$ cat src/verilog/miniSrcPkg.sv
package miniSrcPkg;

    typedef logic [31:0] wordT;                 // one bus word.

    typedef enum logic [4:0] {
        opLd   = 5'b00000,                      // ra <- mem[rb + c].
        opLdi  = 5'b00001,                      // ra <- rb + c.
        opSt   = 5'b00010,                      // mem[rb + c] <- ra.
        opAdd  = 5'b00011,
        opSub  = 5'b00100,
        opAnd  = 5'b00101,
        opOr   = 5'b00110,
        opAddi = 5'b01100,
        opAndi = 5'b01101,
        opOri  = 5'b01110,
        opBr   = 5'b10010,                      // brzr / brnz by condition field.
        opIn   = 5'b10110,
        opOut  = 5'b10111,
        opNop  = 5'b11010,
        opHalt = 5'b11011
    } opcodeT;

    // rc is c[18:15]; the branch condition is rb[1:0].
    typedef struct packed {
        opcodeT      opcode;                    // bits 31:27.
        logic [3:0]  ra;                        // bits 26:23.
        logic [3:0]  rb;                        // bits 22:19.
        logic [18:0] c;                         // signed constant.
    } instrT;

    typedef enum logic [2:0] {
        aluAdd,
        aluSub,
        aluAnd,
        aluOr,
        aluInc4,                                // b + 4, pc increment.
        aluPassB                                // bus straight through.
    } aluOpT;

    typedef struct packed {
        logic  gra;                             // register select from ra.
        logic  grb;                             // register select from rb.
        logic  grc;                             // register select from rc.
        logic  rIn;
        logic  rOut;
        logic  baOut;                           // r0 reads zero.
        logic  pcOut;
        logic  pcIn;
        logic  mdrOut;
        logic  mdrIn;                           // mdr from bus.
        logic  cOut;                            // sign-extended constant.
        logic  yIn;
        logic  zIn;
        logic  zLowOut;
        logic  marIn;
        logic  irIn;
        logic  conIn;
        logic  inPortOut;
        logic  outPortIn;
        aluOpT aluOp;
    } ctrlT;

    typedef struct packed {
        wordT addr;
        logic write;                            // 1 = store.
        wordT wData;
    } memReqT;

endpackage

$ cat src/verilog/alu.sv
module alu (
    input  miniSrcPkg::aluOpT op,
    input  miniSrcPkg::wordT  a,                // from y.
    input  miniSrcPkg::wordT  b,                // from bus.
    output miniSrcPkg::wordT  result,
    output logic              isZero
);
    import miniSrcPkg::*;

    always_comb begin
        case (op)
            aluAdd: begin
                result = a + b;
            end
            aluSub: begin
                result = a - b;
            end
            aluAnd: begin
                result = a & b;
            end
            aluOr: begin
                result = a | b;
            end
            aluInc4: begin
                result = b + 32'd4;             // next pc.
            end
            aluPassB: begin
                result = b;                     // used for the branch test.
            end
            default: begin
                result = b;
            end
        endcase
    end

    assign isZero = (result == '0);             // feeds con.

endmodule

$ cat src/verilog/controlUnit.sv
module controlUnit (
    input  logic               clock,
    input  logic               rstN,
    input  miniSrcPkg::instrT  ir,
    input  logic               con,
    output miniSrcPkg::ctrlT   ctrl,
    output logic               memReq,
    output logic               memWrite,
    output logic               memLoad,
    input  logic               memAck,
    output logic               halted
);
    import miniSrcPkg::*;

    typedef enum logic [3:0] {
        stReset, stT0, stT1, stT2, stT3, stT4, stT5, stT6, stT7, stMemWait, stHalt
    } stateT;

    stateT state;
    stateT retState;                            // where memWait resumes.
    logic  reqQ;
    logic  writeQ;

    function automatic aluOpT aluOpFor(input opcodeT op);
        case (op)
            opSub:         return aluSub;
            opAnd, opAndi: return aluAnd;
            opOr, opOri:   return aluOr;
            default:       return aluAdd;       // add, addi, ldi, ld, st.
        endcase
    endfunction

    always_ff @(posedge clock or negedge rstN) begin
        if (!rstN) begin
            state    <= stReset;
            retState <= stT0;
            reqQ     <= 1'b0;
            writeQ   <= 1'b0;
        end else begin
            case (state)
                stReset: state <= stT0;
                stT0:    state <= stT1;
                stT1: begin
                    state    <= stMemWait;      // instruction read.
                    retState <= stT2;
                    reqQ     <= 1'b1;
                    writeQ   <= 1'b0;
                end
                stT2: state <= stT3;
                stT3: begin
                    case (ir.opcode)
                        opIn, opOut, opNop: state <= stT0;
                        opHalt:             state <= stHalt;
                        opLd, opLdi, opSt, opAdd, opSub, opAnd, opOr,
                        opAddi, opAndi, opOri, opBr: state <= stT4;
                        default:            state <= stT0;
                    endcase
                end
                stT4: state <= stT5;
                stT5: begin
                    if (ir.opcode == opLd) begin
                        state    <= stMemWait;  // data read.
                        retState <= stT7;
                        reqQ     <= 1'b1;
                        writeQ   <= 1'b0;
                    end else if (ir.opcode == opSt || ir.opcode == opBr) begin
                        state <= stT6;
                    end else begin
                        state <= stT0;
                    end
                end
                stT6: begin
                    if (ir.opcode == opSt) begin
                        state    <= stMemWait;  // data write.
                        retState <= stT0;
                        reqQ     <= 1'b1;
                        writeQ   <= 1'b1;
                    end else begin
                        state <= stT0;
                    end
                end
                stT7: state <= stT0;
                stMemWait: begin
                    if (reqQ && memAck) begin
                        reqQ <= 1'b0;           // ack seen, drop request.
                    end else if (!reqQ && !memAck) begin
                        state <= retState;      // handshake closed.
                    end
                end
                stHalt:  state <= stHalt;
                default: state <= stReset;
            endcase
        end
    end

    always_comb begin
        ctrl    = '0;
        memLoad = 1'b0;
        case (state)
            stT0: begin
                ctrl.pcOut = 1'b1;              // pc to mar, z gets pc + 4.
                ctrl.marIn = 1'b1;
                ctrl.zIn   = 1'b1;
                ctrl.aluOp = aluInc4;
            end
            stT1: begin
                ctrl.zLowOut = 1'b1;
                ctrl.pcIn    = 1'b1;
            end
            stT2: begin
                ctrl.mdrOut = 1'b1;
                ctrl.irIn   = 1'b1;
            end
            stT3: begin
                case (ir.opcode)
                    opLd, opLdi, opSt: begin
                        ctrl.grb   = 1'b1;      // base into y.
                        ctrl.baOut = 1'b1;
                        ctrl.yIn   = 1'b1;
                    end
                    opAdd, opSub, opAnd, opOr, opAddi, opAndi, opOri: begin
                        ctrl.grb  = 1'b1;
                        ctrl.rOut = 1'b1;
                        ctrl.yIn  = 1'b1;
                    end
                    opBr: begin
                        ctrl.gra   = 1'b1;      // test ra.
                        ctrl.rOut  = 1'b1;
                        ctrl.conIn = 1'b1;
                        ctrl.aluOp = aluPassB;
                    end
                    opIn: begin
                        ctrl.inPortOut = 1'b1;
                        ctrl.gra       = 1'b1;
                        ctrl.rIn       = 1'b1;
                    end
                    opOut: begin
                        ctrl.gra       = 1'b1;
                        ctrl.rOut      = 1'b1;
                        ctrl.outPortIn = 1'b1;
                    end
                    default: ;
                endcase
            end
            stT4: begin
                case (ir.opcode)
                    opAdd, opSub, opAnd, opOr: begin
                        ctrl.grc   = 1'b1;      // y op rc.
                        ctrl.rOut  = 1'b1;
                        ctrl.zIn   = 1'b1;
                        ctrl.aluOp = aluOpFor(ir.opcode);
                    end
                    opBr: begin
                        ctrl.pcOut = 1'b1;
                        ctrl.yIn   = 1'b1;
                    end
                    default: begin
                        ctrl.cOut  = 1'b1;      // y op c.
                        ctrl.zIn   = 1'b1;
                        ctrl.aluOp = aluOpFor(ir.opcode);
                    end
                endcase
            end
            stT5: begin
                if (ir.opcode == opLd || ir.opcode == opSt) begin
                    ctrl.zLowOut = 1'b1;        // effective address.
                    ctrl.marIn   = 1'b1;
                end else if (ir.opcode == opBr) begin
                    ctrl.cOut  = 1'b1;          // branch target.
                    ctrl.zIn   = 1'b1;
                    ctrl.aluOp = aluAdd;
                end else begin
                    ctrl.zLowOut = 1'b1;
                    ctrl.gra     = 1'b1;
                    ctrl.rIn     = 1'b1;
                end
            end
            stT6: begin
                if (ir.opcode == opSt) begin
                    ctrl.gra   = 1'b1;          // store data into mdr.
                    ctrl.rOut  = 1'b1;
                    ctrl.mdrIn = 1'b1;
                end else begin
                    ctrl.zLowOut = con;         // taken only if con.
                    ctrl.pcIn    = con;
                end
            end
            stT7: begin
                ctrl.mdrOut = 1'b1;             // load result to ra.
                ctrl.gra    = 1'b1;
                ctrl.rIn    = 1'b1;
            end
            stMemWait: begin
                memLoad = reqQ && memAck && !writeQ;
            end
            default: ;
        endcase
    end

    assign memReq   = reqQ;
    assign memWrite = writeQ;
    assign halted   = (state == stHalt);

    // a new request only starts once the last ack has fallen.
    reqAfterAckLow: assert property (
        @(posedge clock) disable iff (!rstN)
        $rose(memReq) |-> !$past(memAck)
    ) else $error("controlUnit: request raised while ack high");

endmodule

$ cat src/verilog/datapath.sv
module datapath #(
    parameter miniSrcPkg::wordT pcReset = '0
) (
    input  logic               clock,
    input  logic               rstN,
    input  miniSrcPkg::ctrlT   ctrl,
    input  miniSrcPkg::wordT   memRData,
    input  logic               memLoad,         // mdr from memory.
    input  miniSrcPkg::wordT   inPort,
    output miniSrcPkg::instrT  ir,
    output logic               con,
    output miniSrcPkg::wordT   memAddr,
    output miniSrcPkg::wordT   memWData,
    output miniSrcPkg::wordT   outPort
);
    import miniSrcPkg::*;

    wordT       bus;
    wordT       pc;
    wordT       y;
    wordT       z;
    wordT       mar;
    wordT       mdr;
    wordT       regData;
    wordT       aluResult;
    wordT       cExt;                           // sign-extended constant.
    logic       aluZero;
    logic [3:0] regSel;

    assign cExt = {{13{ir.c[18]}}, ir.c};

    // register number comes from the ir field picked by gra/grb/grc.
    always_comb begin
        if (ctrl.gra) begin
            regSel = ir.ra;
        end else if (ctrl.grb) begin
            regSel = ir.rb;
        end else if (ctrl.grc) begin
            regSel = ir.c[18:15];               // rc.
        end else begin
            regSel = 4'd0;
        end
    end

    registerFile regFile_i (
        .clock   (clock),
        .rstN    (rstN),
        .sel     (regSel),
        .writeEn (ctrl.rIn),
        .baMode  (ctrl.baOut),
        .wData   (bus),
        .rData   (regData)
    );

    // bus source, at most one out control per step.
    always_comb begin
        if (ctrl.rOut || ctrl.baOut) begin
            bus = regData;
        end else if (ctrl.pcOut) begin
            bus = pc;
        end else if (ctrl.mdrOut) begin
            bus = mdr;
        end else if (ctrl.cOut) begin
            bus = cExt;
        end else if (ctrl.zLowOut) begin
            bus = z;
        end else if (ctrl.inPortOut) begin
            bus = inPort;
        end else begin
            bus = '0;
        end
    end

    alu alu_i (
        .op     (ctrl.aluOp),
        .a      (y),
        .b      (bus),
        .result (aluResult),
        .isZero (aluZero)
    );

    always_ff @(posedge clock or negedge rstN) begin
        if (!rstN) begin
            pc      <= pcReset;
            ir      <= '0;
            y       <= '0;
            z       <= '0;
            mar     <= '0;
            mdr     <= '0;
            con     <= 1'b0;
            outPort <= '0;
        end else begin
            if (ctrl.pcIn) pc <= bus;
            if (ctrl.irIn) ir <= instrT'(bus);
            if (ctrl.yIn) y <= bus;
            if (ctrl.zIn) z <= aluResult;
            if (ctrl.marIn) mar <= bus;
            if (memLoad) begin
                mdr <= memRData;                // read data wins over bus.
            end else if (ctrl.mdrIn) begin
                mdr <= bus;
            end
            if (ctrl.conIn) begin
                case (ir.rb[1:0])
                    2'b00:   con <= aluZero;    // brzr.
                    2'b01:   con <= !aluZero;   // brnz.
                    default: con <= 1'b0;
                endcase
            end
            if (ctrl.outPortIn) outPort <= bus;
        end
    end

    assign memAddr  = mar;
    assign memWData = mdr;

    // the control unit never selects two bus sources at once.
    oneBusDriver: assert property (
        @(posedge clock) disable iff (!rstN)
        $onehot0({ctrl.rOut, ctrl.baOut, ctrl.pcOut, ctrl.mdrOut,
                  ctrl.cOut, ctrl.zLowOut, ctrl.inPortOut})
    ) else $error("datapath: bus contention");

endmodule

$ cat src/verilog/miniSrc.sv
module miniSrc #(
    parameter miniSrcPkg::wordT pcReset = '0
) (
    input  logic                clock,
    input  logic                rstN,
    output logic                memReq,
    output miniSrcPkg::memReqT  memReqData,
    input  logic                memAck,
    input  miniSrcPkg::wordT    memRData,
    input  miniSrcPkg::wordT    inPort,
    output miniSrcPkg::wordT    outPort,
    output logic                halted
);
    import miniSrcPkg::*;

    ctrlT  ctrl;
    instrT ir;
    logic  con;
    logic  memWrite;
    logic  memLoad;                             // mdr strobe on read ack.
    wordT  memAddr;
    wordT  memWData;

    controlUnit control_i (
        .clock    (clock),
        .rstN     (rstN),
        .ir       (ir),
        .con      (con),
        .ctrl     (ctrl),
        .memReq   (memReq),
        .memWrite (memWrite),
        .memLoad  (memLoad),
        .memAck   (memAck),
        .halted   (halted)
    );

    datapath #(
        .pcReset (pcReset)
    ) datapath_i (
        .clock    (clock),
        .rstN     (rstN),
        .ctrl     (ctrl),
        .memRData (memRData),
        .memLoad  (memLoad),
        .inPort   (inPort),
        .ir       (ir),
        .con      (con),
        .memAddr  (memAddr),
        .memWData (memWData),
        .outPort  (outPort)
    );

    // mar and mdr hold still for the whole handshake.
    assign memReqData = '{addr: memAddr, write: memWrite, wData: memWData};

endmodule

$ cat src/verilog/registerFile.sv
module registerFile (
    input  logic              clock,
    input  logic              rstN,
    input  logic [3:0]        sel,
    input  logic              writeEn,
    input  logic              baMode,
    input  miniSrcPkg::wordT  wData,
    output miniSrcPkg::wordT  rData
);
    import miniSrcPkg::*;

    wordT regs [16];                            // r0..r15.

    always_ff @(posedge clock or negedge rstN) begin
        if (!rstN) begin
            for (int i = 0; i < 16; i++) begin
                regs[i] <= '0;
            end
        end else if (writeEn) begin
            regs[sel] <= wData;                 // r0 is writable.
        end
    end

    // base-address read of r0 gives zero.
    assign rData = (baMode && sel == 4'd0) ? '0 : regs[sel];

    // baOut only ever reads, never in the same step as rIn.
    writeNotBase: assert property (
        @(posedge clock) disable iff (!rstN)
        !(writeEn && baMode)
    ) else $error("registerFile: write during base-address read");

endmodule
$ cat config.mk
export PLATFORM = sky130hd
export DESIGN_NAME = miniSrc
export DESIGN_NICKNAME = d
export VERILOG_FILES = /design/src/verilog/miniSrcPkg.sv /design/src/verilog/alu.sv /design/src/verilog/controlUnit.sv /design/src/verilog/datapath.sv /design/src/verilog/miniSrc.sv /design/src/verilog/registerFile.sv
export SDC_FILE = /design/constraint.sdc
export NUM_CORES = 2
export LEC_CHECK = 0
export ABC_CLOCK_PERIOD_IN_PS = 10200
export BUFFER_PORTS_ARGS = -buffer_cell sky130_fd_sc_hd__buf_2
export CAP_MARGIN = 20
export CORE_MARGIN = 2
export CORE_UTILIZATION = 60
export DETAILED_ROUTE_END_ITERATION = 10
export PLACE_DENSITY = 0.78
export RECOVER_POWER = 100
export SKIP_LAST_GASP = 1
export SLEW_MARGIN = 10
export SYNTH_ARGS = -nofsm -noshare
export SYNTH_HDL_FRONTEND = slang
export SYNTH_SLANG_ARGS = --single-unit
export TNS_END_PERCENT = 5
$ cat constraint.sdc
create_clock -name clock -period 10.2 [get_ports clock]
set_input_delay 1.53 -clock clock [delete_from_list [all_inputs] [get_ports clock]]
set_output_delay 1.53 -clock clock [all_outputs]
set_load 0.01 [all_outputs]
==> impl_metrics.py <==
metrics = {
    "sta": {
        "slew_headroom_pct": -154,
        "finClkSkew_ps": 20.9,
        "fin_crit_ps": 9840,
        "hold_slack_ps": 467,
        "final_hold_viol_count": 0,
        "setup_slack_ps": 356,
        "slew_violations": 1271,
        "setup_tns_ps": 0,
        "finalCritPeriodShare_pct": 96.5,
        "max_clock_freq_mhz": 102,
        "rsz0062_at_grt": "false",
        "worstMarginPinSlew_ps": 3810,
        "finalSetupViolCount": 0,
    },
    "route": {
        "vias_per_cell": 6.54,
        "antenna_left": 0,
        "wl_microns": 119000,
        "num_vias": 32400,
        "drt_first_iter_violations": 3904,
        "wl_per_cell_microns": 24.1,
        "post-route-drc-count": 1,
        "drt_first_pass_iters": 11,
    },
    "synthesis": {
        "syn_area_per_cell_sq_um": 8.93,
        "async_flop_share_pct": 100,
        "synthSimpleGateAreaFrac_pct": 16.5,
        "muxShareOfSynthArea_pct": 3.39,
        "synth_area_sq_mm": 0.0368,
        "ys_seq_area_share_pct": 50.8,
        "synth_cells": 4114,
        "synth_fp_nets": 4218,
        "synth_warnings": 0,
        "synth_compound_area_share_pct": 21.3,
        "synth_fa_ha_area_share_pct": 1.80,
        "synth-main-ff-cell": "dfrtp_1",
        "synth-edff-count": 0,
        "synth-seq-cells": 746,
        "synthDistinctLibCells": 94,
        "synth_top_family_by_area": "compound AO/OA/AOI/OAI gates",
        "synth_xor_xnor_area_share_pct": 1.57,
    },
    "critical_path": {
        "slowest_delay_ps": 770,
        "critical_path_buf_inv_count": 1,
        "cp_data_arrival_time_ps": 10420,
        "worstPathRequired_ps": 10770,
        "slowest_stage": "or4b_1",
        "r2r_cells": 32,
        "rr_endpoint": "datapath_i.con$_DFFE_PN0P_",
        "cp-start-kind": "flop",
        "r2r-start": "control_i.state[0]$_DFFE_PN0P_",
        "crit_fanout": 21,
        "cp-end-kind": "flop",
        "r2r_slack_ps": 360,
        "cp_top_family": "simple AND/OR/NAND/NOR gates",
        "crit_type": "reg -> reg",
        "cp.depth": 32,
    },
    "die": {
        "die_area_sq_mm": 0.0632,
        "core-area_sq_mm": 0.0605,
        "die_h_microns": 251,
        "start_util_pct": 60.8,
        "fp.dieW_microns": 251,
        "fp-row-count": 90,
        "num_io_pins": 166,
    },
    "hold_path": {
        "hp-start": "control_i.retState[0]$_DFFE_PN1P_",
        "min_path_type": "reg -> reg",
        "min_delay_path_depth": 2,
        "hold-path-endpoint": "control_i.retState[0]$_DFFE_PN1P_",
    },
    "placed_design": {
        "place_congestion": 0.983,
        "dp.cells": 4812,
        "post_dp_cell_area_sq_mm": 0.0384,
        "io_buffer_count": 165,
        "hpwlAfterDp_microns": 76100,
        "dp_slack_ps": 733,
    },
    "finish": {
        "n_antenna_cell": 0,
        "layout.cells.non_filler": 4949,
        "fin_area_sq_mm": 0.0407,
        "fill_cells": 4881,
        "drive_above_1_share_pct": 8.93,
        "postLayoutCoreUtil_pct": 67.2,
        "finish.net_count": 4215,
        "area_delta_synth_final_pct": 10.6,
    },
    "clock_network": {
        "cts_buffer_depth": 3,
        "cts.htree.levels": 3,
        "cts.repair.resized": 0,
        "clockRootBuffer": "clkbuf_16",
        "cts_tree": "built",
        "clock-sinks": 746,
        "cts_post_setup_buffers_inserted": 0,
        "cts_buffers": 77,
        "cts_hold_buf": 0,
        "clock_latency_ps": 650,
        "clkTransAtPathRegs_ps": 60,
    },
    "global_route": {
        "overflow": 0,
        "grt_pass1_wl_microns": 184000,
        "grt_usage_pct": 37.9,
        "grt_max_degree": 168,
        "grt_pass1_vias": 31200,
        "antenna_found_initial": 0,
    },
    "job": {
        "drv_cap": 27,
    },
    "pwr": {
        "power_density_mw_per_mm2": 420,
        "power_mw": 17.1,
        "leakagePower_nw": 16.9,
        "vdd_ir_drop_max_uv": 243,
    },
    "outcome": {
        "violations": "design-rule violations, max-capacitance violations, max-slew violations",
        "status": "finished, violations left",
    },
}
-- worst max-delay path by stage --
| stage | slack [ps] | to | startpoint |
|---|---|---|---|
| 3_5_place_dp | 730 | datapath_i.con$_DFFE_PN0P_ | datapath_i.ir[28]$_DFFE_PN0P_ |
| 3_3_place_gp | 870 | datapath_i.con$_DFFE_PN0P_ | control_i.state[0]$_DFFE_PN0P_ |
| 4_1_cts | 710 | datapath_i.con$_DFFE_PN0P_ | datapath_i.ir[28]$_DFFE_PN0P_ |
| 6_report | 360 | datapath_i.con$_DFFE_PN0P_ | control_i.state[0]$_DFFE_PN0P_ |
| 2_1_floorplan | 1310 | datapath_i.con$_DFFE_PN0P_ | datapath_i.ir[29]$_DFFE_PN0P_ |
| 5_1_grt | 20 | datapath_i.con$_DFFE_PN0P_ | control_i.state[0]$_DFFE_PN0P_ |
-- layer usage --
metal / vias up / GRT usage (%) / wire length [microns]
met3: 359 / 9.40 / 13700
met1: 15600 / 53.2 / 47800
li1: 14500 / - / -
met4: 0 / 16.7 / 5270
met2: 1861 / 56.3 / 52500
met5: - / 0 / 0
-- cell usage in the layout (no fill, tap or decap), types with 19 or more instances in the layout --
cell,synthesis,final
inv_1,41,41
mux2_2,22,22
a221o_1,40,40
o22ai_1,19,19
dfrtp_1,745,745
ha_1,36,36
a31oi_1,25,21
maj3_1,19,19
a221oi_1,36,36
xnor2_1,46,46
nand2_1,549,548
nor3_1,29,26
clkbuf_16,0,79
xor2_1,20,20
o21ai_0,330,329
clkbuf_1,293,145
buf_4,11,80
clkbuf_8,0,26
nor2_1,551,548
buf_2,30,65
mux2i_1,93,93
a222oi_1,22,22
a21oi_1,597,595
a22oi_1,37,37
nand3_1,101,98
and3_1,24,24
-- sequential cells by signal, summed over array words and instances (netlist names) --
register	count
control_i.memReq	1
control_i.memWrite	1
control_i.retState	3
control_i.state	4
datapath_i.con	1
datapath_i.ir	32
datapath_i.memAddr	32
datapath_i.memWData	32
datapath_i.outPort	32
datapath_i.pc	32
datapath_i.regFile_i.regs	512
datapath_i.y	32
datapath_i.z	32
-- area by class of cell --
type / instances / area, sq um / share of cell area, %
inverter: 41 / 154 / 0.379
tap: 782 / 978 / 2.41
timing repair buffer: 291 / 1580 / 3.88
multi-input combinational: 2954 / 16600 / 40.9
clock buffer: 115 / 2370 / 5.84
clock inverter: 20 / 275 / 0.677
sequential: 746 / 18700 / 45.9
-- cell usage after synthesis, types with 24 or more instances --
library cell  instances  area [sq um]
dfrtp_1             745         18600
nand2_1             549          2060
a21oi_1             597          2990
nor3_1               29           145
and3_1               24           150
nand3_1             101           505
clkbuf_1            293          1100
a31oi_1              25           156
o21ai_0             330          1650
mux2i_1              93           931
a22oi_1              37           278
xnor2_1              46           403
buf_2                30           150
a221oi_1             36           315
inv_1                41           154
nor2_1              551          2070
ha_1                 36           450
a221o_1              40           400
buf_1                30           113
-- worst reg2reg max path: cells and delay by family (launching register included) --
kind            cells  cell delay, ps
compound gates     13            3160
xor+xnor            2             340
fa+ha+maj           1             360
buf+inv             1             240
flops               1             580
simple gates       15            5130
-- cell families (layout without fill, tap and decap cells) --
family	Yosys count	after routing
and+or+nand+nor	1407	1407
AOI/OAI and AO/OA	1305	1306
DFF	746	746
xor gates and xnor gates	66	66
adders and majority gates	56	56
muxes	119	119
buffers and inverters	415	467
-- where the power goes --
| group | leakage [nW] | internal, mW | switching [mW] |
|---|---|---|---|
| Sequential | 7.26 | 3.73 | 0.590 |
| Clock | 1.31 | 1.72 | 1.22 |
| Combinational | 8.29 | 3.45 | 6.38 |
| Total | 16.9 | 8.90 | 8.19 |
(Power assumes the default switching activity.)
